===== config.mk =====
export PLATFORM = sky130hd
export DESIGN_NAME = api_result
export DESIGN_NICKNAME = d
export VERILOG_FILES = /design/src/logic/api_pkg.sv /design/src/logic/api_result.sv
export SDC_FILE = /design/constraint.sdc
export NUM_CORES = 1
export LEC_CHECK = 0
export BUFFER_PORTS_ARGS = -buffer_cell sky130_fd_sc_hd__clkbuf_2
export CAP_MARGIN = 10
export CORE_MARGIN = 1.5
export CORE_UTILIZATION = 45
export DETAILED_ROUTE_END_ITERATION = 8
export GPL_TIMING_DRIVEN = 0
export PLACE_DENSITY_LB_ADDON = 0.05
export SKIP_CTS_REPAIR_TIMING = 1
export SKIP_LAST_GASP = 1
export SLEW_MARGIN = 20
export SYNTH_ARGS = -nofsm -noshare
export SYNTH_HDL_FRONTEND = slang
export SYNTH_SLANG_ARGS = --single-unit

===== constraint.sdc =====
create_clock -name clk -period 2.73 [get_ports clk]
set_input_delay 0.273 -clock clk [delete_from_list [all_inputs] [get_ports clk]]
set_output_delay 0.273 -clock clk [all_outputs]
set_load 0.03 [all_outputs]

===== src/logic/api_pkg.sv =====
package api_pkg;

    // Command opcodes
    localparam logic [7:0] OP_REG_WRITE = 8'h01;
    localparam logic [7:0] OP_RAM_WRITE = 8'h02;
    localparam logic [7:0] OP_RAM_READ = 8'h03;
    localparam logic [7:0] OP_STATUS_READ = 8'h04;

    // Response status codes
    localparam logic [7:0] STAT_OK = 8'h5A;
    localparam logic [7:0] STAT_BAD_OP = 8'hE1;

    localparam int IN_CREDITS = 4;   // Input queue depth and host start credits
    localparam int OUT_CREDITS = 4;  // Response credits after reset
    localparam int OUT_CREDIT_BITS = $clog2(OUT_CREDITS + 1);
    localparam int RESULT_DEPTH = 2;

    localparam int RAM_ADDR_BITS = 12;
    localparam int RAM_BYTES = 1 << RAM_ADDR_BITS;
    localparam int REG_ADDR_BITS = 4;

    // Register address rides in the low bits of addr
    typedef struct packed {
        logic [7:0] opcode;
        logic [RAM_ADDR_BITS-1:0] addr;
        logic [31:0] data;
    } api_cmd_t;

    typedef struct packed {
        logic [7:0] status;
        logic [2:0] length;   // Payload byte count of 0, 1 or 4
        logic [31:0] payload; // Sent LSB first
    } api_result_t;

endpackage


===== src/logic/api_result.sv =====
`timescale 1ns/1ns

module api_result (
    input  logic clk,
    input  logic async_nreset,
    input  logic res_valid,
    input  api_pkg::api_result_t res_data,
    output logic res_pop,
    output logic [7:0] out_data,
    output logic out_valid,
    input  logic out_credit
);
    import api_pkg::*;

    logic [OUT_CREDIT_BITS-1:0] credits;
    logic [2:0] idx;  // 0 is the status byte
    logic [7:0] tx_byte;
    logic send;
    logic last;

    assign send = res_valid && credits != '0;
    assign last = idx == res_data.length;
    assign res_pop = send && last;

    always_comb begin
        case (idx)
            3'd0: tx_byte = res_data.status;
            3'd1: tx_byte = res_data.payload[7:0];
            3'd2: tx_byte = res_data.payload[15:8];
            3'd3: tx_byte = res_data.payload[23:16];
            default: tx_byte = res_data.payload[31:24];
        endcase
    end

    always_ff @(posedge clk) begin
        if (!async_nreset) begin
            credits <= OUT_CREDIT_BITS'(OUT_CREDITS);
            idx <= '0;
            out_valid <= 1'b0;
        end else begin
            out_valid <= send;
            if (send) begin
                idx <= last ? 3'd0 : idx + 1'b1;
            end
            case ({send, out_credit})
                2'b10: credits <= credits - 1'b1;
                2'b01: credits <= credits + 1'b1;
                default: credits <= credits;  // None or both
            endcase
        end
    end

    always_ff @(posedge clk) begin
        if (send) begin
            out_data <= tx_byte;
        end
    end
endmodule


==> reports/metrics.yaml <==
clk_pin_slew_ns: 0.09
drv_cap: 0
drc: 0
dieArea_um2: 2762
ios: 57
whs_ns: 0.2809
row_count: 17
reg2reg_to: "credits[2]"
netlist_area_um2: 1105
via_per_inst: 5.203
num_vias: 973
path_max_fanout: 6
startpoint: "credits[0]"
wl_per_cell_um: 13.75
ant_nets: 0
cts-htree-levels: 1
period_needed_ns: 2.130
cts_tree: "done"
layout-drive-gt1-share_pct: 52.20
critPathKind: "flop to flop"
nets: 214
cp_num_cells: 7
grt_max_degree: 13
ys_ff_latch: 15
synthMostInstantiatedCell: "inv_1"
async_reset_ff_share_pct: 0
hold_path_class: "input pin to flop"
syn2layout_area_growth_pct: 30.46
max_stage_delay_ns: 0.41
cp.buffers_inverters: 1
p_leak_nw: 0.6970
cts_root_buffer: "clkbuf_4"
drv_slew: 0
cts_buffers: 3
synth_area_leaders: "edfxtp_1 (22%), dfxtp_1 (13%), mux2_4 (11%), o221ai_2 (11%), ha_1 (6.8%)"
clk_path_buf_depth: 2
cts.sinks: 15
grtUsageTotal_pct: 20.61
rrSetupSlack_ns: 0.60
period_share_pct: 78.02
worstPathRequired_ns: 2.95
ys_types: 30
drt-total-wl_um: 2572
yosys_warnings: 0
antenna_found_initial: 0
p_per_area_nw_per_um2: 707.1
tns_ns: 0
hold_path_depth: 2
rsz0062_at_grt: "false"
synthCells: 100
clock_latency_ns: 0.29
grt_pass1_wl_um: 4050
crit_arrival_ns: 2.35
die-height_um: 52.55
regArea_um2: 380.4
max_freq_ghz: 0.4695
ir_worst_vdd_mv: 0.3862
synth_top_area_share_pct: 21.74
antenna_cells: 0
hpwl_um: 1992
synth_edf_count: 8
fin_ws_ns: 0.6001
end_kind: "flop"
worst_slew_pin_slew_ns: 0.4045
critical-path-top-delay-family: "adder cells"
place_ws_ns: 0.6242
fillers: 198
hold_start: "res_data[25]"
grt_overflow_total: 0
cp_cell_sequence: "o31ai_4 -> ha_1 -> inv_1 -> fa_1 -> xor2_1 -> or3_1 -> nand3_1"
port_buffers: 55
drt_iter0_drc: 10
start_kind: "flop"
synth.net_count: 154
slowest_stage: "o31ai_4"
ys_seq_area_share_pct: 34.43
r2r_start: "credits[0]"
grt_pass1_vias: 920
outcome: "complete, no violations"
avgSynthCellArea_um2: 11.05
first_pass_iters: 4
finalClockSkew_ns: 0.008892
synth_largest_area_cell: "edfxtp_1"
die_width_um: 52.55
start_util_pct: 49.00
finalHoldViolations: 0
ys.flop_type: "edfxtp_1"
finalSetupViolations: 0
relSlewSlack_pct: 73.03
place_congestion: 0.8084
coreArea_um2: 2255
crit_end: "credits[2]"
reg2regPathDepth: 7
multi_input_area_um2: 635.6
worst min-delay path by stage:
stage,endpoint,slack [ns]
after global routing,out_data[1],0.27
after global placement,credits[2],0.52
after detailed placement,idx[1],0.54
after floorplan,out_data[0],0.49
after CTS,out_data[1],0.27
final,out_data[1],0.28
layer usage:
layer  routed length (um)  global-route usage [%]
met5                    0                       0
met4                   17                   6.410
met3                  163                   6.857
met2                 1313                   35.21
met1                 1078                   24.16
layout make-up:
class                   count  area share, %
plain buffers               6          2.778
multi-input cells          66          44.10
clock buffers               4          1.823
inverters                  13          3.385
well taps                  28          2.431
flip-flops and latches     15          26.39
repair buffers             55          19.10
cell families after synthesis:
family	Yosys count	share of synthesized area, %
muxes	9	11.78
adders and majority gates	7	8.607
AOI/OAI and AO/OA	22	21.74
DFF	15	34.43
buffers and inverters	19	8.038
xor gates and xnor gates	5	3.964
and+or+nand+nor	23	11.44
cells in the final DEF (no fill, tap or decap), types with 3 or more instances in the layout:
cell / count
clkbuf_2: 56
inv_1: 12
a22oi_1: 8
nand2_1: 8
o221ai_2: 8
mux2_4: 8
edfxtp_1: 8
dfxtp_1: 7
nand3_1: 6
ha_1: 6
xor2_1: 4
o21ai_0: 4
clkbuf_4: 3
flip-flops by register name, summed over array words and instances (netlist names):
signal     flops
out_data       8
credits        3
idx            3
out_valid      1
metrics by stage:
step	util (%)	total power, mW	cell area (um^2)	cells
after floorplan	-	0.7707	1105	100
after global placement	62.76	0.8790	1415	183
after detailed placement	62.76	0.8994	1415	183
after CTS	63.93	1.030	1441	187
after global routing	63.93	1.089	1441	187
final	63.93	1.019	1441	187
power breakdown:
part,switching [mW],internal (mW)
Clock,0.0705,0.0567
Sequential,0.0428,0.317
Combinational,0.277,0.255
Total,0.390,0.629
Note: power is estimated with default switching activity, not from simulation.
