[config.mk]
export PLATFORM = sky130hd
export DESIGN_NAME = api_decode
export DESIGN_NICKNAME = d
export VERILOG_FILES = /design/src/logic/api_pkg.sv /design/src/logic/api_decode.sv
export SDC_FILE = /design/constraint.sdc
export NUM_CORES = 1
export LEC_CHECK = 0
export BUFFER_PORTS_ARGS = -buffer_cell sky130_fd_sc_hd__buf_4
export CAP_MARGIN = 40
export CELL_PAD_IN_SITES_DETAIL_PLACEMENT = 1
export CELL_PAD_IN_SITES_GLOBAL_PLACEMENT = 2
export CORE_MARGIN = 10
export CORE_UTILIZATION = 33
export CTS_CLUSTER_DIAMETER = 80
export CTS_CLUSTER_SIZE = 10
export DETAILED_ROUTE_END_ITERATION = 6
export GPL_TIMING_DRIVEN = 0
export HOLD_SLACK_MARGIN = 0.1
export PLACE_DENSITY = 0.86
export SETUP_SLACK_MARGIN = 0.15
export SYNTH_ARGS = -nofsm -noshare
export SYNTH_HDL_FRONTEND = slang
export SYNTH_SLANG_ARGS = --single-unit
[constraint.sdc]
create_clock -name clk -period 5.4 [get_ports clk]
set_input_delay 0.27 -clock clk [delete_from_list [all_inputs] [get_ports clk]]
set_output_delay 0.27 -clock clk [all_outputs]
set_load 0.02 [all_outputs]
[src/logic/api_pkg.sv]
package api_pkg;

    // Command opcodes
    localparam logic [7:0] OP_REG_WRITE = 8'h01;
    localparam logic [7:0] OP_RAM_WRITE = 8'h02;
    localparam logic [7:0] OP_RAM_READ = 8'h03;
    localparam logic [7:0] OP_STATUS_READ = 8'h04;

    // Response status codes
    localparam logic [7:0] STAT_OK = 8'h5A;
    localparam logic [7:0] STAT_BAD_OP = 8'hE1;

    localparam int IN_CREDITS = 4;   // Input queue depth and host start credits
    localparam int OUT_CREDITS = 4;  // Response credits after reset
    localparam int OUT_CREDIT_BITS = $clog2(OUT_CREDITS + 1);
    localparam int RESULT_DEPTH = 2;

    localparam int RAM_ADDR_BITS = 12;
    localparam int RAM_BYTES = 1 << RAM_ADDR_BITS;
    localparam int REG_ADDR_BITS = 4;

    // Register address rides in the low bits of addr
    typedef struct packed {
        logic [7:0] opcode;
        logic [RAM_ADDR_BITS-1:0] addr;
        logic [31:0] data;
    } api_cmd_t;

    typedef struct packed {
        logic [7:0] status;
        logic [2:0] length;   // Payload byte count of 0, 1 or 4
        logic [31:0] payload; // Sent LSB first
    } api_result_t;

endpackage

[src/logic/api_decode.sv]
`timescale 1ns/1ns

module api_decode (
    input  logic clk,
    input  logic async_nreset,
    input  logic [7:0] byte_data,
    input  logic byte_valid,
    output logic byte_pop,
    output logic cmd_valid,
    output api_pkg::api_cmd_t cmd,
    input  logic cmd_take
);
    import api_pkg::*;

    logic [2:0] cnt;       // Index of the next byte within the command
    logic [7:0] cur_op;
    logic [2:0] last_idx;

    // Index of the final byte for each opcode
    function automatic logic [2:0] last_index(input logic [7:0] op);
        case (op)
            OP_REG_WRITE: return 3'd5;
            OP_RAM_WRITE: return 3'd3;
            OP_RAM_READ: return 3'd2;
            default: return 3'd0;  // STATUS_READ and unknown opcodes
        endcase
    endfunction

    // Opcode byte itself decides the length on the first byte
    assign cur_op = (cnt == 3'd0) ? byte_data : cmd.opcode;
    assign last_idx = last_index(cur_op);

    // Stall while a finished command waits for execute
    assign byte_pop = byte_valid && !cmd_valid;

    always_ff @(posedge clk) begin
        if (!async_nreset) begin
            cnt <= '0;
            cmd_valid <= 1'b0;
        end else begin
            if (cmd_take) begin
                cmd_valid <= 1'b0;
            end
            if (byte_pop) begin
                if (cnt == last_idx) begin
                    cnt <= '0;
                    cmd_valid <= 1'b1;
                end else begin
                    cnt <= cnt + 1'b1;
                end
            end
        end
    end

    always_ff @(posedge clk) begin
        if (byte_pop) begin
            if (cnt == 3'd0) begin
                cmd.opcode <= byte_data;
                cmd.addr <= '0;
                cmd.data <= '0;
            end else if (cmd.opcode == OP_REG_WRITE) begin
                if (cnt == 3'd1) begin
                    cmd.addr <= RAM_ADDR_BITS'(byte_data);  // Register address
                end else begin
                    cmd.data <= {byte_data, cmd.data[31:8]};  // LSB first
                end
            end else begin
                case (cnt)
                    3'd1: cmd.addr <= RAM_ADDR_BITS'(byte_data);
                    3'd2: cmd.addr[RAM_ADDR_BITS-1:8] <= byte_data[RAM_ADDR_BITS-9:0];
                    default: cmd.data <= {24'd0, byte_data};  // RAM_WRITE data
                endcase
            end
        end
    end
endmodule

==> results.py <==
metrics = {
    "status": {
        "status": "completed",
    },
    "route": {
        "firstDrtPassIters": 6,
        "via_per_inst": 4.844,
        "drt_iter0_markers": 61,
        "via_count": 1744,
        "wl_per_cell_um": 18.19,
        "drcViolationCount": 0,
        "drtAntennaViolNets": 0,
        "wirelength_um": 6549,
    },
    "worst_setup_path": {
        "start_kind": "register",
        "crit_arrival_ns": 2.67,
        "crit_path_top_delay_cell": "a21oi_1",
        "critical_path_required_ns": 5.58,
        "path_max_fanout": 10,
        "end_kind": "register",
        "path_class": "reg2reg",
        "cp_cell_sequence": "nor4_4 -> nand2_2 -> a21oi_1 -> clkbuf_1 -> and2_1",
        "cp_slowest_stage_delay_ns": 0.51,
    },
    "cts": {
        "clk_transition_reported_paths_ns": 0.10,
        "cts_max_level": 2,
        "cts_hold_buf": 0,
        "cts_resized": 0,
        "clockRootBuffer": "clkbuf_8",
        "cts_sinks": 56,
        "clock_latency_ns": 0.31,
        "numCtsBuffers": 5,
        "postCtsSetupBuffers": 0,
        "cts_tree": "done",
        "cts_buffer_depth": 2,
    },
    "pwr": {
        "ir_drop_mv": 0.1169,
        "p_per_area_nw_per_um2": 270.0,
        "p_leak_uw": 0.001323,
    },
    "timing": {
        "finalSetupTns_ns": 0,
        "setup_viol": 0,
        "worstMarginPinSlew_ns": 0.8464,
        "fin_skew_ns": 0.007680,
        "min_period_over_period_pct": 46.03,
        "max_freq_mhz": 402.3,
        "slew_headroom_pct": 43.23,
        "fin_ws_ns": 2.915,
        "rsz0062_at_grt": "false",
        "min_period_ns": 2.485,
        "hold_viol": 0,
        "slew_viol_final": 0,
    },
    "synth": {
        "syn_area_um2": 2454,
        "synth_warnings": 0,
        "synth_cells": 187,
        "ys_types": 32,
        "ys_seq_area_share_pct": 66.90,
        "synth.area.top_cells": "edfxtp_1 64%, and2_1 4.8%, mux2_2 3.7%, dfxtp_1 3.3%, nor2_1 2.9%",
        "synth_commonest_cells": "52 x edfxtp_1, 19 x and2_1, 19 x nor2_1",
        "ys_seq_elements": 56,
        "yosysTopAreaCellShare_pct": 63.64,
        "synth_fp_nets": 203,
        "synth_edf_count": 52,
        "synth_top_cell_by_area": "edfxtp_1",
        "ys.flop_type": "edfxtp_1",
        "synth_most_common_cell": "edfxtp_1",
        "async_reset_ff_share_pct": 0,
        "synth_area_per_cell_um2": 13.12,
    },
    "global_routing": {
        "grt_usage_pct": 11.34,
        "grt_max_degree": 26,
        "grt_pass1_wl_um": 10030,
        "grt_pass1_vias": 1894,
        "antenna_found_initial": 0,
        "gr-total-overflow": 0,
    },
    "flow_run": {
        "max_cap_violations": 0,
    },
    "place": {
        "gp_congestion": 0.7358,
        "dp_hpwl_um": 5007,
        "dp_slack_ns": 2.892,
        "place_area_um2": 3105,
        "io_buffer_count": 65,
    },
    "floorplanning": {
        "die-width_um": 106.2,
        "initial_core_util_pct": 33.83,
        "io_pins": 66,
        "dieArea_um2": 11280,
        "num_rows": 31,
        "die_h_um": 106.2,
        "core_um2": 7253,
    },
    "finish": {
        "design_area_um2": 3187,
        "nFillCells": 799,
        "area_growth_syn_to_layout_pct": 29.88,
        "fin_nets": 277,
        "drive_gt1_share_pct": 34.87,
        "n_antenna_cell": 0,
    },
    "min_path": {
        "hold_path.class": "in2reg",
    },
}
==> power breakdown <==
part | internal (uW) | switching, uW | total [uW] | leakage (uW)
registers | 502 | 14.9 | 516 | 0.000550
logic | 48.8 | 72.1 | 121 | 0.000731
clock network | 88.5 | 135 | 223 | 0.0000416
total | 639 | 222 | 860 | 0.00132
==> through the flow <==
step                      instances  util [%]  power, uW  hold slack (ns)
after global placement          351     42.26      642.5           0.5318
after detailed placement        353     42.82      650.0           0.5436
after floorplan                 187         -      582.2           0.3861
after CTS                       360     43.94      874.4           0.2057
after global routing            360     43.94      894.8           0.2106
final                           360     43.94      860.5           0.2199
==> kinds of logic (layout without fill, tap and decap cells) <==
logic type,after synthesis,count (layout),share of synthesized area [%]
AO/OA/AOI/OAI,22,22,5.763
AND/OR/NAND/NOR,72,72,16.32
multiplexers,10,10,4.488
buffers and inverters,20,94,3.416
XOR/XNOR,3,3,1.071
flip-flops,56,56,66.90
adder cells (fa/ha/maj),4,4,2.040
==> state kept, by name, summed over array words and instances (netlist names) <==
register	flops
cmd	52
cnt	3
cmd_valid	1
==> metal layers <==
layer / global-route usage [%] / share of wire (%) / vias to the layer above
met3: 3.925 / 7.3 / 6
met2: 18.82 / 49 / 56
li1: - / - / 810
met4: 4.352 / 1.5 / 0
met5: 0 / 0 / -
met1: 13.21 / 42 / 872
==> cell type report <==
class | instances | area (um2) | share of cell area [%]
repair buffers | 67 | 520.5 | 16.33
clock inverters | 2 | 12.51 | 0.3926
multi-input cells | 111 | 735.7 | 23.09
flip-flops and latches | 56 | 1642 | 51.51
inverters | 14 | 52.55 | 1.649
plain buffers | 6 | 31.28 | 0.9815
clock buffers | 5 | 68.82 | 2.159
well taps | 99 | 123.9 | 3.887
==> worst max-delay path, delay by kind of cell, from the launching register on <==
kind / cells / cell delay [ns]
flops: 1 / 0.46
buf+inv: 1 / 0.41
simple gates: 3 / 0.97
compound gates: 1 / 0.51
==> cells in the final DEF (no fill, tap or decap), types with 3 or more instances in the layout <==
master and instances:
nand3_1 3, nor3_1 6, edfxtp_1 52, dfxtp_1 4
clkbuf_1 3, ha_1 4, clkbuf_8 5, and2_1 19
mux2_2 8, buf_4 67, a21oi_1 13, nand2_1 13
inv_1 14, nor2_1 18
==> final timing paths <==
check	start	end	slack, ns	cells after the start
hold / removal	async_nreset	cnt[1]$_SDFFE_PN0P_	0.22	3
setup reg to reg	cmd[50]$_DFFE_PP_	cmd[20]$_SDFFCE_PN0P_	2.91	5
setup / recovery	cmd[50]$_DFFE_PP_	cmd[20]$_SDFFCE_PN0P_	2.91	5
hold reg to reg	cmd[17]$_SDFFCE_PN0P_	cmd[9]$_SDFFCE_PN0P_	0.57	1
Power figures use the tool's default switching activity.
