`src/logic/credit_queue.sv`:
```
`timescale 1ns/1ns

module credit_queue #(
    parameter type payload_t = logic [7:0],
    parameter int DEPTH = 2
) (
    input  logic clk,
    input  logic async_nreset,
    input  logic push,
    input  payload_t data_in,
    input  logic pop,
    output payload_t data_out,
    output logic valid,
    output logic full,
    output logic credit
);
    localparam int PTR_W = (DEPTH > 1) ? $clog2(DEPTH) : 1;
    localparam int CNT_W = $clog2(DEPTH + 1);

    payload_t mem [DEPTH];
    logic [PTR_W-1:0] rd_ptr;
    logic [PTR_W-1:0] wr_ptr;
    logic [CNT_W-1:0] count;
    logic do_push;
    logic do_pop;

    function automatic logic [PTR_W-1:0] next_ptr(input logic [PTR_W-1:0] ptr);
        if (ptr == PTR_W'(DEPTH - 1)) begin
            return '0;
        end
        return ptr + 1'b1;
    endfunction

    assign valid = count != '0;
    assign full = count == CNT_W'(DEPTH);
    assign do_push = push && !full;
    assign do_pop = pop && valid;
    assign credit = do_pop;  // One credit back per item leaving
    assign data_out = mem[rd_ptr];

    always_ff @(posedge clk) begin
        if (!async_nreset) begin
            rd_ptr <= '0;
            wr_ptr <= '0;
            count <= '0;
        end else begin
            if (do_push) begin
                wr_ptr <= next_ptr(wr_ptr);
            end
            if (do_pop) begin
                rd_ptr <= next_ptr(rd_ptr);
            end
            if (do_push && !do_pop) begin
                count <= count + 1'b1;
            end else if (do_pop && !do_push) begin
                count <= count - 1'b1;
            end
        end
    end

    always_ff @(posedge clk) begin
        if (do_push) begin
            mem[wr_ptr] <= data_in;
        end
    end
endmodule

```
`config.mk`:
```
export PLATFORM = sky130hd
export DESIGN_NAME = credit_queue
export DESIGN_NICKNAME = d
export VERILOG_FILES = /design/src/logic/credit_queue.sv
export SDC_FILE = /design/constraint.sdc
export NUM_CORES = 1
export LEC_CHECK = 0
export BUFFER_PORTS_ARGS = -buffer_cell sky130_fd_sc_hd__buf_4
export CORE_MARGIN = 8
export CORE_UTILIZATION = 45
export DETAILED_ROUTE_END_ITERATION = 8
export PLACE_DENSITY = 0.76
export SYNTH_ARGS = -nofsm -noshare
export SYNTH_HDL_FRONTEND = slang
export SYNTH_SLANG_ARGS = --single-unit
```
`constraint.sdc`:
```
create_clock -name clk -period 4.5 [get_ports clk]
set_clock_uncertainty 0.2 [all_clocks]
set_input_delay 0.45 -clock clk [delete_from_list [all_inputs] [get_ports clk]]
set_output_delay 0.45 -clock clk [all_outputs]
set_load 0.01 [all_outputs]
```
==> results of run 1 <==
-- sequential cells by signal, indices dropped and copies added (netlist names), named ones only --
register / count
count: 2
wr_ptr: 1
rd_ptr: 1
mem: 16
-- synthesized netlist by cell type --
cell type / n / area (µm²)
inv_2: 1 / 3.750
nand2b_1: 1 / 6.260
o21a_1: 1 / 7.510
or3_1: 1 / 6.260
dfxtp_1: 5 / 100.1
inv_1: 3 / 11.26
mux2_1: 8 / 90.09
a21oi_1: 1 / 5.000
and3_1: 1 / 6.260
o21ai_0: 1 / 5.000
o21ai_1: 1 / 5.000
nor3_2: 1 / 10.01
ha_1: 1 / 12.51
edfxtp_1: 16 / 480.5
buf_2: 1 / 5.000
xor2_1: 3 / 26.28
or2_1: 1 / 6.260
nor2_1: 4 / 15.01
a21boi_1: 1 / 7.510
-- cell usage in the layout, fill, tap and decap left out --
cell type   n
o21a_1      1
dfxtp_1     5
o21ai_1     1
nor3_2      1
or3_1       1
mux2_1      8
edfxtp_1   16
nor2_1      4
a21boi_1    1
buf_4      22
clkbuf_1    1
and3_1      1
inv_1       3
xor2_1      3
clkbuf_4    3
nand2b_1    1
a21oi_1     1
inv_2       1
or2_1       1
o21ai_0     1
ha_1        1
-- worst paths after layout --
kind	start	endpoint	slack, ps	cells after the start
setup / recovery	flip-flop	data_out[6]	2510	2
hold / removal	data_in[0]	mem[0][0]	140	1
setup reg to reg	count[0]	count[1]	2680	6
hold reg to reg	rd_ptr	rd_ptr	320	2
-- critical path, delay by kind of cell, from the launching register on --
kind | cells | cell delay [ps]
DFF | 1 | 540
muxes | 1 | 370
buffers and inverters | 1 | 150
-- stage by stage --
| step | utilization | hold slack (ps) |
|---|---|---|
| 6_report | 0.6015 | 141.0 |
| 5_1_grt | 0.6015 | 115.7 |
| 4_1_cts | 0.6015 | 134.0 |
| 3_5_place_dp | 0.5861 | 296.3 |
| 3_3_place_gp | 0.5861 | 287.3 |
| 2_1_floorplan | - | 272.5 |
-- layout make-up --
cell class,instances,share of cell area
well taps,25,0.03045
flip-flops and latches,21,0.5652
inverters,4,0.01462
repair buffers,22,0.1608
clock buffers,4,0.02558
multi-input cells,26,0.2034
-- logic make-up after synthesis --
family                   synth area share
AO/OA/AOI/OAI                     0.03708
XOR/XNOR                          0.03246
adder cells (fa/ha/maj)           0.01545
buffers and inverters             0.02472
flip-flops                         0.7172
multiplexers                       0.1113
AND/OR/NAND/NOR                   0.06184
-- power breakdown --
part	total (mW)	internal (mW)	leakage, nW	switching [mW]
clock network	0.0844	0.0344	0.0150	0.0500
registers	0.272	0.247	0.191	0.0245
logic	0.182	0.0950	0.218	0.0867
-- routing by layer --
layer,vias to the layer above,GRT usage,share of wire
li1,235,-,-
met1,223,0.06883,0.39
met2,14,0.1591,0.52
met3,2,0.03913,0.084
met4,0,0.04196,0.0061
met5,-,0,0
==> impl_metrics.toml, run 1 <==
[route]
totalWireLength_um = 1303
routed_via_density = 4.647
dr.first_iter.drc_count = 5
drc = 0
vias = 474
drtPass1Iterations = 2
wl_per_cell_um = 12.77
drtAntennaViolNets = 0

[sta]
slew-limit-headroom = 0.5367
slew_viol_final = 0
fin_crit_ps = 1994
worst_slack_ps = 2506
setup_viol = 0
hold_viol = 0
worstMarginPinSlew_ps = 691.2
grt_setup_unrepaired = "false"
fin_tns_setup_ps = 0
fmax_mhz = 501.5
fin_crit_sh = 0.4431

[layout]
finalNetCount = 91
seqCellArea_um2 = 580.6
drive_above_1_share = 0.3506
stdcell_count = 102
final.fill_count = 134
finish.instance_area_um2 = 1027
antenna_cells = 0
synthToLayoutAreaGrowth_pct = 26.89
multi_input_area_um2 = 209.0

[worst_setup_path]
path_cells = "mux2_1 > buf_4"
cp.required_ps = 3850
cp_slowest_cell = "dfxtp_1"
cp-end-kind = "output port"
max_stage_delay_ps = 540
critPathKind = "flip-flop to output port"
cp_max_fo = 8
cp_data_arrival_time_ps = 1340
cp-start-kind = "flip-flop"

[clock_network]
ctsLongestPathBuffers = 2
cts-resized-gates = 0
cts_htree_levels = 1
insertion_delay_ps = 280
clk_pin_slew_ps = 110
cts_hold_buf = 0
cts_tree = "done"
cts_root_buffer = "clkbuf_4"
cts_setup_buffers = 0
cts_buffers = 3
cts.sinks = 21

[synth]
syn-cell-area_um2 = 809.5
synthCells = 52
synth.avg_cell_area_um2 = 15.57
ys_seq_elements = 21
syn_nets = 65
yosysSeqAreaShare = 0.7172
yosys_warnings = 0
yosysUniqueCellTypes = 19

[global_route]
grt_max_degree = 12
grt_pass1_vias = 516
antenna_found_initial = 0
grt_use_total = 0.08333
grt_pass1_wl_um = 2111
grt.overflow.total = 0

[floorplan]
core-area_um2 = 1708
initial_utilization = 0.4740
die_height_um = 58.42
num_rows = 15
die_area_um2 = 3412
die_x_um = 58.42
pin_count = 23

[placement]
gp_congestion = 0.6226
io_buffers = 22
dp_cells = 98
dpl.hpwl_um = 1007
post-place-ws_ps = 2656
placed_area_um2 = 1001

[power_and_ir_drop]
total_power_uw = 538.1
power_density_nw_per_um2 = 523.8
leakage_nw = 0.4233
peakVddDrop_v = 0.0003351

[job]
maxCapViolations = 0

[status]
status = "complete, no violations"

[hold_path]
hold_path_class = "primary input to flip-flop"
(Power assumes the default switching activity.)
==> run 2, diff against run 1 <==
--- a/config.mk
+++ b/config.mk
@@ -5,11 +5,12 @@
 export SDC_FILE = /design/constraint.sdc
 export NUM_CORES = 1
 export LEC_CHECK = 0
+export ABC_AREA = 1
 export BUFFER_PORTS_ARGS = -buffer_cell sky130_fd_sc_hd__buf_4
 export CORE_MARGIN = 8
-export CORE_UTILIZATION = 45
+export CORE_UTILIZATION = 44
 export DETAILED_ROUTE_END_ITERATION = 8
-export PLACE_DENSITY = 0.76
+export PLACE_DENSITY = 0.77
 export SYNTH_ARGS = -nofsm -noshare
 export SYNTH_HDL_FRONTEND = slang
 export SYNTH_SLANG_ARGS = --single-unit
==> constraint.sdc (replaced) <==
create_clock -name clk -period 1.8 [get_ports clk]
set_clock_uncertainty 0.2 [all_clocks]
set_input_delay 0.18 -clock clk [delete_from_list [all_inputs] [get_ports clk]]
set_output_delay 0.18 -clock clk [all_outputs]
set_load 0.01 [all_outputs]
==> run 2 against run 1 <==
Net effect: synthesized area is 1.9% higher; critical path depth rose by 6; cell area is 13% higher; power increased to 2.6 times the previous value; first-iteration DRC count shrank 40%; setup slack got worse by 2300 ps; register-to-register slack lost 2500 ps; global-route usage up 1.7 points; die area increased by 3.0%; sequential power increased to 2.5 times the previous value; combinational power rose to 2.8 times the previous value; critical path type is now flip-flop to flip-flop; largest cell class unchanged; highest routed layer unchanged.
==> impl_metrics.toml, run 2 <==
[layout]
drive_above_1_share = 0.4200
layout_common_cells = "buf_4 (26), edfxtp_1 (16), nor2_1 (9), dlygate4sd3_1 (9), mux2_2 (8)"
multi_input_area_um2 = 209.0
top_register = "mem"
stdcell_count = 125
seqCellArea_um2 = 581.8
reg_top3 = "mem x16, count x2"
layout_commonest_cell = "buf_4"
synthToLayoutAreaGrowth_pct = 41.12
largest_register_ffs = 16
finalNetCount = 114
antenna_cells = 0
final.fill_count = 130

[synth]
yosysUniqueCellTypes = 16
synth_edf_count = 16
synth_largest_area_cell = "edfxtp_1"
yosysSeqAreaShare = 0.7041
syn_nets = 75
synth_area_leaders = "edfxtp_1 (58%), dfxtp_1 (12%), mux2_2 (11%), nor2_1 (4.1%), inv_1 (3.2%)"
ys_seq_elements = 21
yosysMostFrequentCell = "edfxtp_1"
yosys-top-cells-count = "edfxtp_1 (16), nor2_1 (9), mux2_2 (8), inv_1 (7), nand2_1 (6)"
syn-cell-area_um2 = 824.5
synth.avg_cell_area_um2 = 13.30
async_reset_ff_frac = 0
synthCells = 62
synth_ff_type = "edfxtp_1"
synth_top_area_share = 0.5827
yosys_warnings = 0

[route]
totalWireLength_um = 1645
dr.first_iter.drc_count = 3
routed_via_density = 4.640
drtAntennaViolNets = 0
vias = 580
wl_per_cell_um = 13.16
drc = 0
drtPass1Iterations = 4

[floorplan]
die_x_um = 59.29
initial_utilization = 0.4724
die_area_um2 = 3515
die_height_um = 59.29
pin_count = 23
core-area_um2 = 1745
num_rows = 15

[job]
maxCapViolations = 0

[hold_path]
hold_path_class = "primary input to flip-flop"
holdPathStages = 4

[sta]
hold_viol = 0
fin_tns_setup_ps = 0
slew_viol_final = 0
worstMarginPinSlew_ps = 252.7
setup_viol = 0
worst_slack_ps = 168.0
fmax_mhz = 612.7
hold_ws_ps = 64.08
fin_crit_ps = 1632
grt_setup_unrepaired = "false"
fin_crit_sh = 0.9067
slew-limit-headroom = 0.8313

[placement]
dp_cells = 112
post-place-ws_ps = 208.2
dpl.hpwl_um = 1208
io_buffers = 22
gp_congestion = 0.6775

[power_and_ir_drop]
power_density_nw_per_um2 = 1207
leakage_nw = 0.4891
peakVddDrop_v = 0.0008461

[worst_setup_path]
r2r_cells = 8
cp-start-kind = "flip-flop"
cp.required_ps = 1840
cp-end-kind = "flip-flop"
cp_max_fo = 7
cp_data_arrival_time_ps = 1670
critPathKind = "flip-flop to flip-flop"

[global_route]
grt_use_total = 0.09987
antenna_found_initial = 0
grt_pass1_wl_um = 2559
grt_max_degree = 12
grt_pass1_vias = 573
grt.overflow.total = 0

[clock_network]
cts.sinks = 21
cts_buffers = 3
insertion_delay_ps = 290
clk_pin_slew_ps = 110
cts_htree_levels = 1
cts_tree = "done"
cts_root_buffer = "clkbuf_4"
ctsLongestPathBuffers = 2

[status]
status = "complete, no violations"
==> run 2: changes by cell type in the layout (fill, tap and decap cells not counted), moves of 3 or more <==
cell / change
dlygate4sd3_1: +9
mux2_1: -8
mux2_2: +8
nand2_1: +6
nor2_1: +5
buf_4: +4
inv_1: +4
xor2_1: -3
==> run 2: per-layer routing <==
layer | routed length, µm | global-route usage
met1 | 618 | 0.09706
met2 | 900 | 0.1757
met3 | 88 | 0.03471
met4 | 36 | 0.06143
met5 | 0 | 0
==> run 2: worst paths after layout <==
kind / end / slack, ps / from
max: count[1] / 170 / count[0]
min reg2reg: rd_ptr / 310 / rd_ptr
max reg2reg: count[1] / 170 / count[0]
min: wr_ptr / 60 / push
==> run 2: what timing repair did <==
action	CTS	global route
resized for setup	0	1
endpoints found under the setup margin	0	8
buffers inserted	0	0
hold endpoints to repair	21	0
hold buffers	9	0
==> run 2: critical path, cell delays in order (launching register included) <==
cell	delay (ps)
dfxtp_1	480
o21a_2	210
inv_1	50
ha_1	270
inv_1	100
nand3_1	90
nand2_1	60
inv_1	40
nor2_1	90
==> run 2: power breakdown <==
| group | leakage, nW | internal (mW) | switching [mW] |
|---|---|---|---|
| logic | 0.283 | 0.266 | 0.241 |
| registers | 0.191 | 0.620 | 0.0622 |
| clock network | 0.0150 | 0.0862 | 0.129 |
==> run 2: cell type report <==
| type | count | area share |
|---|---|---|
| multi-input combinational | 32 | 0.1796 |
| clock buffer | 4 | 0.02258 |
| inverter | 8 | 0.02581 |
| timing repair buffer | 35 | 0.2452 |
| tap | 25 | 0.02688 |
| sequential | 21 | 0.5000 |
==> run 2: logic make-up (layout without fill, tap and decap cells) <==
kind of cell / after synthesis / count (layout) / share of synthesized area
buf+inv: 9 / 47 / 0.04248
mux: 8 / 8 / 0.1093
fa+ha+maj: 1 / 1 / 0.01517
compound gates: 5 / 5 / 0.03945
simple gates: 18 / 18 / 0.08953
flops: 21 / 21 / 0.7041
==> run 2: per-stage QoR <==
step / power, mW / area (µm²) / utilization
2_1_floorplan: 0.9641 / 824.5 / -
3_3_place_gp: 1.169 / 1046 / 0.5993
3_5_place_dp: 1.192 / 1046 / 0.5993
4_1_cts: 1.425 / 1162 / 0.6660
5_1_grt: 1.497 / 1164 / 0.6667
6_report: 1.405 / 1164 / 0.6667
