`src/logic/api_pkg.sv`:
```
package api_pkg;

    // Command opcodes
    localparam logic [7:0] OP_REG_WRITE = 8'h01;
    localparam logic [7:0] OP_RAM_WRITE = 8'h02;
    localparam logic [7:0] OP_RAM_READ = 8'h03;
    localparam logic [7:0] OP_STATUS_READ = 8'h04;

    // Response status codes
    localparam logic [7:0] STAT_OK = 8'h5A;
    localparam logic [7:0] STAT_BAD_OP = 8'hE1;

    localparam int IN_CREDITS = 4;   // Input queue depth and host start credits
    localparam int OUT_CREDITS = 4;  // Response credits after reset
    localparam int OUT_CREDIT_BITS = $clog2(OUT_CREDITS + 1);
    localparam int RESULT_DEPTH = 2;

    localparam int RAM_ADDR_BITS = 12;
    localparam int RAM_BYTES = 1 << RAM_ADDR_BITS;
    localparam int REG_ADDR_BITS = 4;

    // Register address rides in the low bits of addr
    typedef struct packed {
        logic [7:0] opcode;
        logic [RAM_ADDR_BITS-1:0] addr;
        logic [31:0] data;
    } api_cmd_t;

    typedef struct packed {
        logic [7:0] status;
        logic [2:0] length;   // Payload byte count of 0, 1 or 4
        logic [31:0] payload; // Sent LSB first
    } api_result_t;

endpackage

```
`src/logic/api_execute.sv`:
```
`timescale 1ns/1ns

module api_execute (
    input  logic clk,
    input  logic async_nreset,
    input  logic cmd_valid,
    input  api_pkg::api_cmd_t cmd,
    output logic cmd_take,
    input  logic [31:0] status_word,
    output logic [31:0] wr_reg,
    output logic [api_pkg::REG_ADDR_BITS-1:0] wr_reg_addr,
    output logic wr_reg_changed,
    output logic [api_pkg::RAM_ADDR_BITS-1:0] ram_addr,
    output logic [7:0] ram_wdata,
    output logic ram_we,
    input  logic [7:0] ram_rdata,
    input  logic res_full,
    output logic res_push,
    output api_pkg::api_result_t res_data
);
    import api_pkg::*;

    logic rd_wait;  // Read data present this cycle
    logic go;

    assign go = cmd_valid && !res_full;

    // Memory port follows the held command
    assign ram_addr = cmd.addr;
    assign ram_wdata = cmd.data[7:0];

    always_comb begin
        cmd_take = 1'b0;
        res_push = 1'b0;
        ram_we = 1'b0;
        res_data.status = STAT_OK;
        res_data.length = 3'd0;
        res_data.payload = '0;
        if (go) begin
            case (cmd.opcode)
                OP_REG_WRITE: begin
                    cmd_take = 1'b1;
                    res_push = 1'b1;
                end
                OP_RAM_WRITE: begin
                    cmd_take = 1'b1;
                    res_push = 1'b1;
                    ram_we = 1'b1;
                end
                OP_RAM_READ: begin
                    if (rd_wait) begin
                        cmd_take = 1'b1;
                        res_push = 1'b1;
                        res_data.length = 3'd1;
                        res_data.payload = {24'd0, ram_rdata};
                    end
                end
                OP_STATUS_READ: begin
                    cmd_take = 1'b1;
                    res_push = 1'b1;
                    res_data.length = 3'd4;
                    res_data.payload = status_word;
                end
                default: begin
                    cmd_take = 1'b1;
                    res_push = 1'b1;
                    res_data.status = STAT_BAD_OP;
                end
            endcase
        end
    end

    always_ff @(posedge clk) begin
        if (!async_nreset) begin
            rd_wait <= 1'b0;
            wr_reg <= '0;
            wr_reg_addr <= '0;
            wr_reg_changed <= 1'b0;
        end else begin
            rd_wait <= (go && cmd.opcode == OP_RAM_READ && !rd_wait) || (rd_wait && !cmd_take);
            wr_reg_changed <= 1'b0;
            if (cmd_take && cmd.opcode == OP_REG_WRITE) begin
                wr_reg <= cmd.data;
                wr_reg_addr <= cmd.addr[REG_ADDR_BITS-1:0];
                wr_reg_changed <= 1'b1;  // Single cycle pulse
            end
        end
    end
endmodule

```
`config.mk`:
```
export PLATFORM = sky130hd
export DESIGN_NAME = api_execute
export DESIGN_NICKNAME = d
export VERILOG_FILES = /design/src/logic/api_pkg.sv /design/src/logic/api_execute.sv
export SDC_FILE = /design/constraint.sdc
export NUM_CORES = 1
export LEC_CHECK = 0
export BUFFER_PORTS_ARGS = -buffer_cell sky130_fd_sc_hd__buf_2
export CORE_MARGIN = 1.5
export CORE_UTILIZATION = 30
export DETAILED_ROUTE_END_ITERATION = 8
export GPL_ROUTABILITY_DRIVEN = 0
export GPL_TIMING_DRIVEN = 0
export PLACE_DENSITY_LB_ADDON = 0.12
export SYNTH_ARGS = -nofsm -noshare
export SYNTH_HDL_FRONTEND = slang
export SYNTH_SLANG_ARGS = --single-unit
export TNS_END_PERCENT = 20
```
`constraint.sdc`:
```
create_clock -name clk -period 2 [get_ports clk]
set_clock_uncertainty 0.2 [all_clocks]
set_input_delay 0.3 -clock clk [delete_from_list [all_inputs] [get_ports clk]]
set_output_delay 0.3 -clock clk [all_outputs]
set_load 0.02 [all_outputs]
```
==> summary.txt, run 1 <==
Clk root buf = clkbuf_8
Die Span Y = 88.3 um
Drt pass-1 iters = 4
Maxcap violations = 0
Clk pin slew, worst setup/hold paths = 80 ps
Ant diodes = 0
CTS tree = built
CTS Buf Count = 5
Max reg flops = 32
Area of the multi-input gates = 1240 sq um
Die area = 7800 sq um
Clk buf depth = 2
Crit-path max FO = 5
Netlist Area Pre-Place = 2180 sq um
Gr ovfl total = 0
Worst hold margin = 43.0 ps
Failing checks = negative setup slack
CP required = 1500 ps
Largest net degree at the start of global routing = 14
Unrepaired setup endpoints after global routing = true
Critical Path AT = 1760 ps
Final hold violation count = 0
CP max stage cell = or4_4
Post-synth EDFFs = 0
Final setup vio count = 40
Share of layout cells above drive strength 1 = 58.3%
Crit-path max cell delay = 560 ps
Synth Instances = 270
CP Buf/Inv Count = 4
DP Wirelength = 5.28 mm
Crit path launch type = primary input
H-tree levels = 2
Vias = 2479
Most used cell, CP = buf_6
Antenna viol nets, final = 0
Cell Chain, Critical Path = buf_6, or4_4, nor4b_4, buf_6, buf_6, and2_4, buf_6
Vias/cell = 4.36
Pwr Total = 1830 uW
WL final = 7.12 mm
Sequential cell area = 761 sq um
Initial DRC count = 49
Primary FF master, synth = dfxtp_1
Syn avg cell area = 8.09 sq um
Leakage power = 0.00212 uW
Outcome = finished, violations left
Layout area overhead = 72.8%
Pins Over Slew Limit = 0
Worst skew pair latency = 280 ps
PwrDens = 486 nW/um^2
Setup crit end kind = output pin
Initial Utilization = 31.6%
Hold crit path type = primary input to flop
Final Net Count = 567
Row count = 30
I/O pins = 199
First-pass GRT wire length = 10.7 mm
Minimum clock period = 2260 ps
Max VDD drop = 286 uV
Sequential fraction of the synthesis area = 34.8%
Fin util = 54.6%
Fmax achieved = 443 MHz
CP delay by family, top = simple AND/OR/NAND/NOR gates
Drc violations = 0
Final worst slack = -259 ps
Die Wd = 88.3 um
Asr flop ratio synth = 0%
Vias in the first global route = 2308
Fillers = 689
Synth Register Bits = 38
Placed cells = 554
Final cell count without fillers = 568
Core ar. = 6910 sq um
Number of port buffers = 187
Final Cycle Share = 113%
Initial antenna violation count = 0
Avg WL per Cell = 12.5 um
Clock Sinks = 38
Unique masters post-synth = 29
GRT Total Usage = 17.5%
Kind of critical path = primary input to output pin
Synth warnings = 0
Setup WS pre-CTS = -421 ps
==> power breakdown <==
part	leakage [uW]	switching, uW	internal, uW
Combinational	0.00175	151	144
Sequential	0.000306	0.253	756
Clock	0.0000683	282	500
==> metrics by stage <==
step	cell area, sq um	TNS (ps)
2_1_floorplan	2260	-1740
6_report	3770	-7900
5_1_grt	3770	-9680
4_1_cts	3730	-9340
3_3_place_gp	3310	-11990
3_5_place_dp	3310	-11940
==> placed cells by master (no fill, tap or decap), drive strengths merged <==
master	count
a21o	1
a21oi	10
a31o	1
and2	24
and3	1
and3b	2
buf	229
bufinv	2
clkbuf	15
clkinv	1
conb	3
dfxtp	38
mux2i	36
nand2	74
nand2b	1
nand3	18
nor2	4
nor2b	2
nor3	1
nor3b	3
nor4	1
nor4b	2
or2	1
or4	1
xnor2	1
==> cell families after synthesis <==
| kind of cell | synth area share, % |
|---|---|
| AND/OR/NAND/NOR | 31.2 |
| buffers and inverters | 13.6 |
| XOR/XNOR | 0.401 |
| other | 0.344 |
| multiplexers | 16.5 |
| flip-flops | 34.8 |
| AO/OA/AOI/OAI | 3.04 |
==> layer usage <==
metal / part of all wire [%] / up-vias / GRT usage (%)
met5: 0 / - / 0
li1: - / 1253 / -
met4: 2.2 / 0 / 7.10
met2: 48 / 105 / 29.2
met1: 43 / 1105 / 20.9
met3: 7.3 / 16 / 5.50
==> cells in the mapped netlist, drive strengths merged, types with 2 or more instances <==
library cell   n  area [sq um]
nand2         74           278
dfxtp         38           761
mux2i         36           360
buf           35           256
and2          24           168
nand3         18          90.1
clkbuf        11          41.3
a21oi         10          50.1
nor2           4          15.0
nor3b          3          27.5
and3b          2          17.5
conb           2          7.51
nor2b          2          12.5
nor4b          2          32.5
==> area by class of cell <==
cell class,instances,area share [%]
Sequential cell,38,20.2
Multi-Input combinational cell,187,32.9
Timing Repair Buffer,193,31.8
Clock buffer,5,1.82
Clock inverter,3,1.82
Buffer,46,8.23
Tap cell,96,3.18
==> worst reg2reg max path, cell delays in order, from the launching register on <==
cell	delay, ps
dfxtp_1	420
nor3b_1	70
a31o_2	250
==> what timing repair did <==
| item | 4_1_cts | 5_1_grt |
|---|---|---|
| pin swaps | 23 | 6 |
| hold buffers | 0 | 0 |
| setup endpoints to repair | 40 | 41 |
| cloned | 3 | 0 |
| resized for setup | 86 | 11 |
| setup buffers | 2 | 1 |
==> worst paths after layout <==
kind	start	endpoint	slack (ps)	cells after the start
worst max-delay path	cmd[48]	res_data[17]	-260	7
worst min-delay path	cmd[25]	wr_reg[25]	40	3
worst max register to register	rd_wait	rd_wait	960	2
worst min register to register	wr_reg[24]	wr_reg[24]	260	2
(Power assumes the default switching activity.)
==> run 2, diff against run 1 <==
--- a/config.mk
+++ b/config.mk
@@ -13,4 +13,5 @@
 export GPL_TIMING_DRIVEN = 0
 export PLACE_DENSITY_LB_ADDON = 0.12
+export SLEW_MARGIN = 20
 export SYNTH_ARGS = -nofsm -noshare
 export SYNTH_HDL_FRONTEND = slang
==> constraint.sdc (replaced) <==
create_clock -name clk -period 2 [get_ports clk]
set_clock_uncertainty 0.2 [all_clocks]
set_input_delay 0.2 -clock clk [delete_from_list [all_inputs] [get_ports clk]]
set_output_delay 0.2 -clock clk [all_outputs]
set_load 0.02 [all_outputs]
==> run 2 against run 1 <==
Worst setup slack gained 230 ps. Critical endpoint is now res_data[25]. Core utilization grew 2.6 points. The flow still finishes with violations (negative setup slack). Sequential share of layout area shrank 0.90 points. Largest power group is now registers.
==> summary.txt, run 2 (synthesis gave the netlist of run 1 again) <==
Final hold violation count = 0
Final Cycle Share = 102%
Setup crit end kind = output pin
Outcome = finished, violations left
Share of layout cells above drive strength 1 = 52.6%
H-tree levels = 2
CP max stage cell = or4_4
CP required = 1600 ps
Core ar. = 6910 sq um
Crit-path max FO = 7
Die Span Y = 88.3 um
Final instance area = 3960 sq um
Seq pwr share = 45.8%
Vias in the first global route = 2402
Avg WL per Cell = 12.9 um
Final setup vio count = 23
Ant diodes = 0
Most frequent cells in the layout = 165 x buf_2, 74 x nand2_1, 37 x dfxtp_1
I/O pins = 199
Psw = 427 uW
Pins Over Slew Limit = 0
Most used cell, CP = buf_6
Vias/cell = 4.40
Crit-path max cell delay = 560 ps
Layout area overhead = 81.1%
Clock Sinks = 38
Final Net Count = 601
Maxcap violations = 0
Largest net degree at the start of global routing = 12
Fmax achieved = 492 MHz
Initial DRC count = 56
CTS tree = built
Logic pwr share = 21.2%
Drc violations = 0
Number of port buffers = 187
Placed cells = 554
Antenna viol nets, final = 0
Initial antenna violation count = 0
Die area = 7800 sq um
Worst skew pair latency = 280 ps
Internal power = 1220 uW
Crit path launch type = primary input
Clock Power Share = 33.0%
Unrepaired setup endpoints after global routing = true
Minimum clock period = 2030 ps
WL final = 7.77 mm
Final cell count without fillers = 602
Drt pass-1 iters = 4
First-pass GRT wire length = 11.0 mm
CTS Buf Count = 5
PwrDens = 417 nW/um^2
Final worst slack = -33.7 ps
Gr ovfl total = 0
Max VDD drop = 320 uV
Hold crit path type = primary input to flop
DP Wirelength = 5.57 mm
Setup TNS after final layout = -621 ps
Placed cell area = 3240 sq um
Critical Path AT = 1630 ps
Initial Utilization = 31.6%
Kind of critical path = primary input to output pin
Clk buf depth = 2
Max reg flops = 32
CP delay by family, top = simple AND/OR/NAND/NOR gates
Failing checks = negative setup slack
Die Wd = 88.3 um
Vias = 2649
Leakage power = 0.00223 uW
Most common cell after layout, fill and taps aside = buf_2
Switching part of the total power = 25.9%
Clk pin slew, worst setup/hold paths = 70 ps
Clk root buf = clkbuf_8
Setup WS pre-CTS = -218 ps
CP Buf/Inv Count = 4
Row count = 30
GRT Total Usage = 17.9%
Cell Chain, Critical Path = buf_6, or4_4, nor4b_4, buf_6, buf_6, and2_4, buf_6
==> run 2: power by group through the flow <==
stage | clock, uW | sequential (uW) | combinational [uW]
after detailed placement | 0 | 774 | 284
final | 544 | 757 | 350
after CTS | 565 | 756 | 344
after global placement | 0 | 774 | 281
after floorplan | 0 | 775 | 148
after global routing | 597 | 756 | 378
==> run 2: through the flow <==
stage	utilization (%)	hold WS (ps)	total power, uW
after floorplan	-	139	923
after global placement	47.0	242	1060
after detailed placement	47.0	248	1060
after CTS	55.9	25.2	1660
after global routing	57.3	60.7	1730
final	57.3	27.0	1650
==> run 2: repair_timing <==
item,4_1_cts,5_1_grt
pin swaps,6,21
resized for setup,54,26
gates cloned,1,1
endpoints found under the setup margin,33,35
endpoints found under the hold margin,36,0
buffers inserted,1,2
hold buffers,36,0
==> run 2: worst paths after layout <==
check,start,endpoint,slack (ps),depth (start not counted)
worst min register to register,wr_reg[11],wr_reg[11],260,2
worst max register to register,rd_wait,rd_wait,1000,2
worst max-delay path,cmd[50],res_data[25],-30,7
worst min-delay path,cmd[49],wr_reg_changed,30,4
==> run 2: worst register-to-register path: stages, from the launching register on <==
cell and delay, ps:
dfxtp_2 350, and3_1 140, a31o_2 200
==> run 2: final cells by class <==
class	instances	area [sq um]
clock inverters	1	5.00
clock buffers	7	86.3
well taps	96	120
multi-input cells	187	1180
fillers	665	2950
repair buffers	228	1500
flip-flops and latches	38	762
plain buffers	45	295
==> run 2: per-layer routing <==
metal	wire [um]	vias up	global-route usage (%)
met5	0	-	0
met3	573	17	4.01
met1	3030	1191	20.5
li1	-	1321	-
met2	4000	120	33.4
met4	170	0	4.26
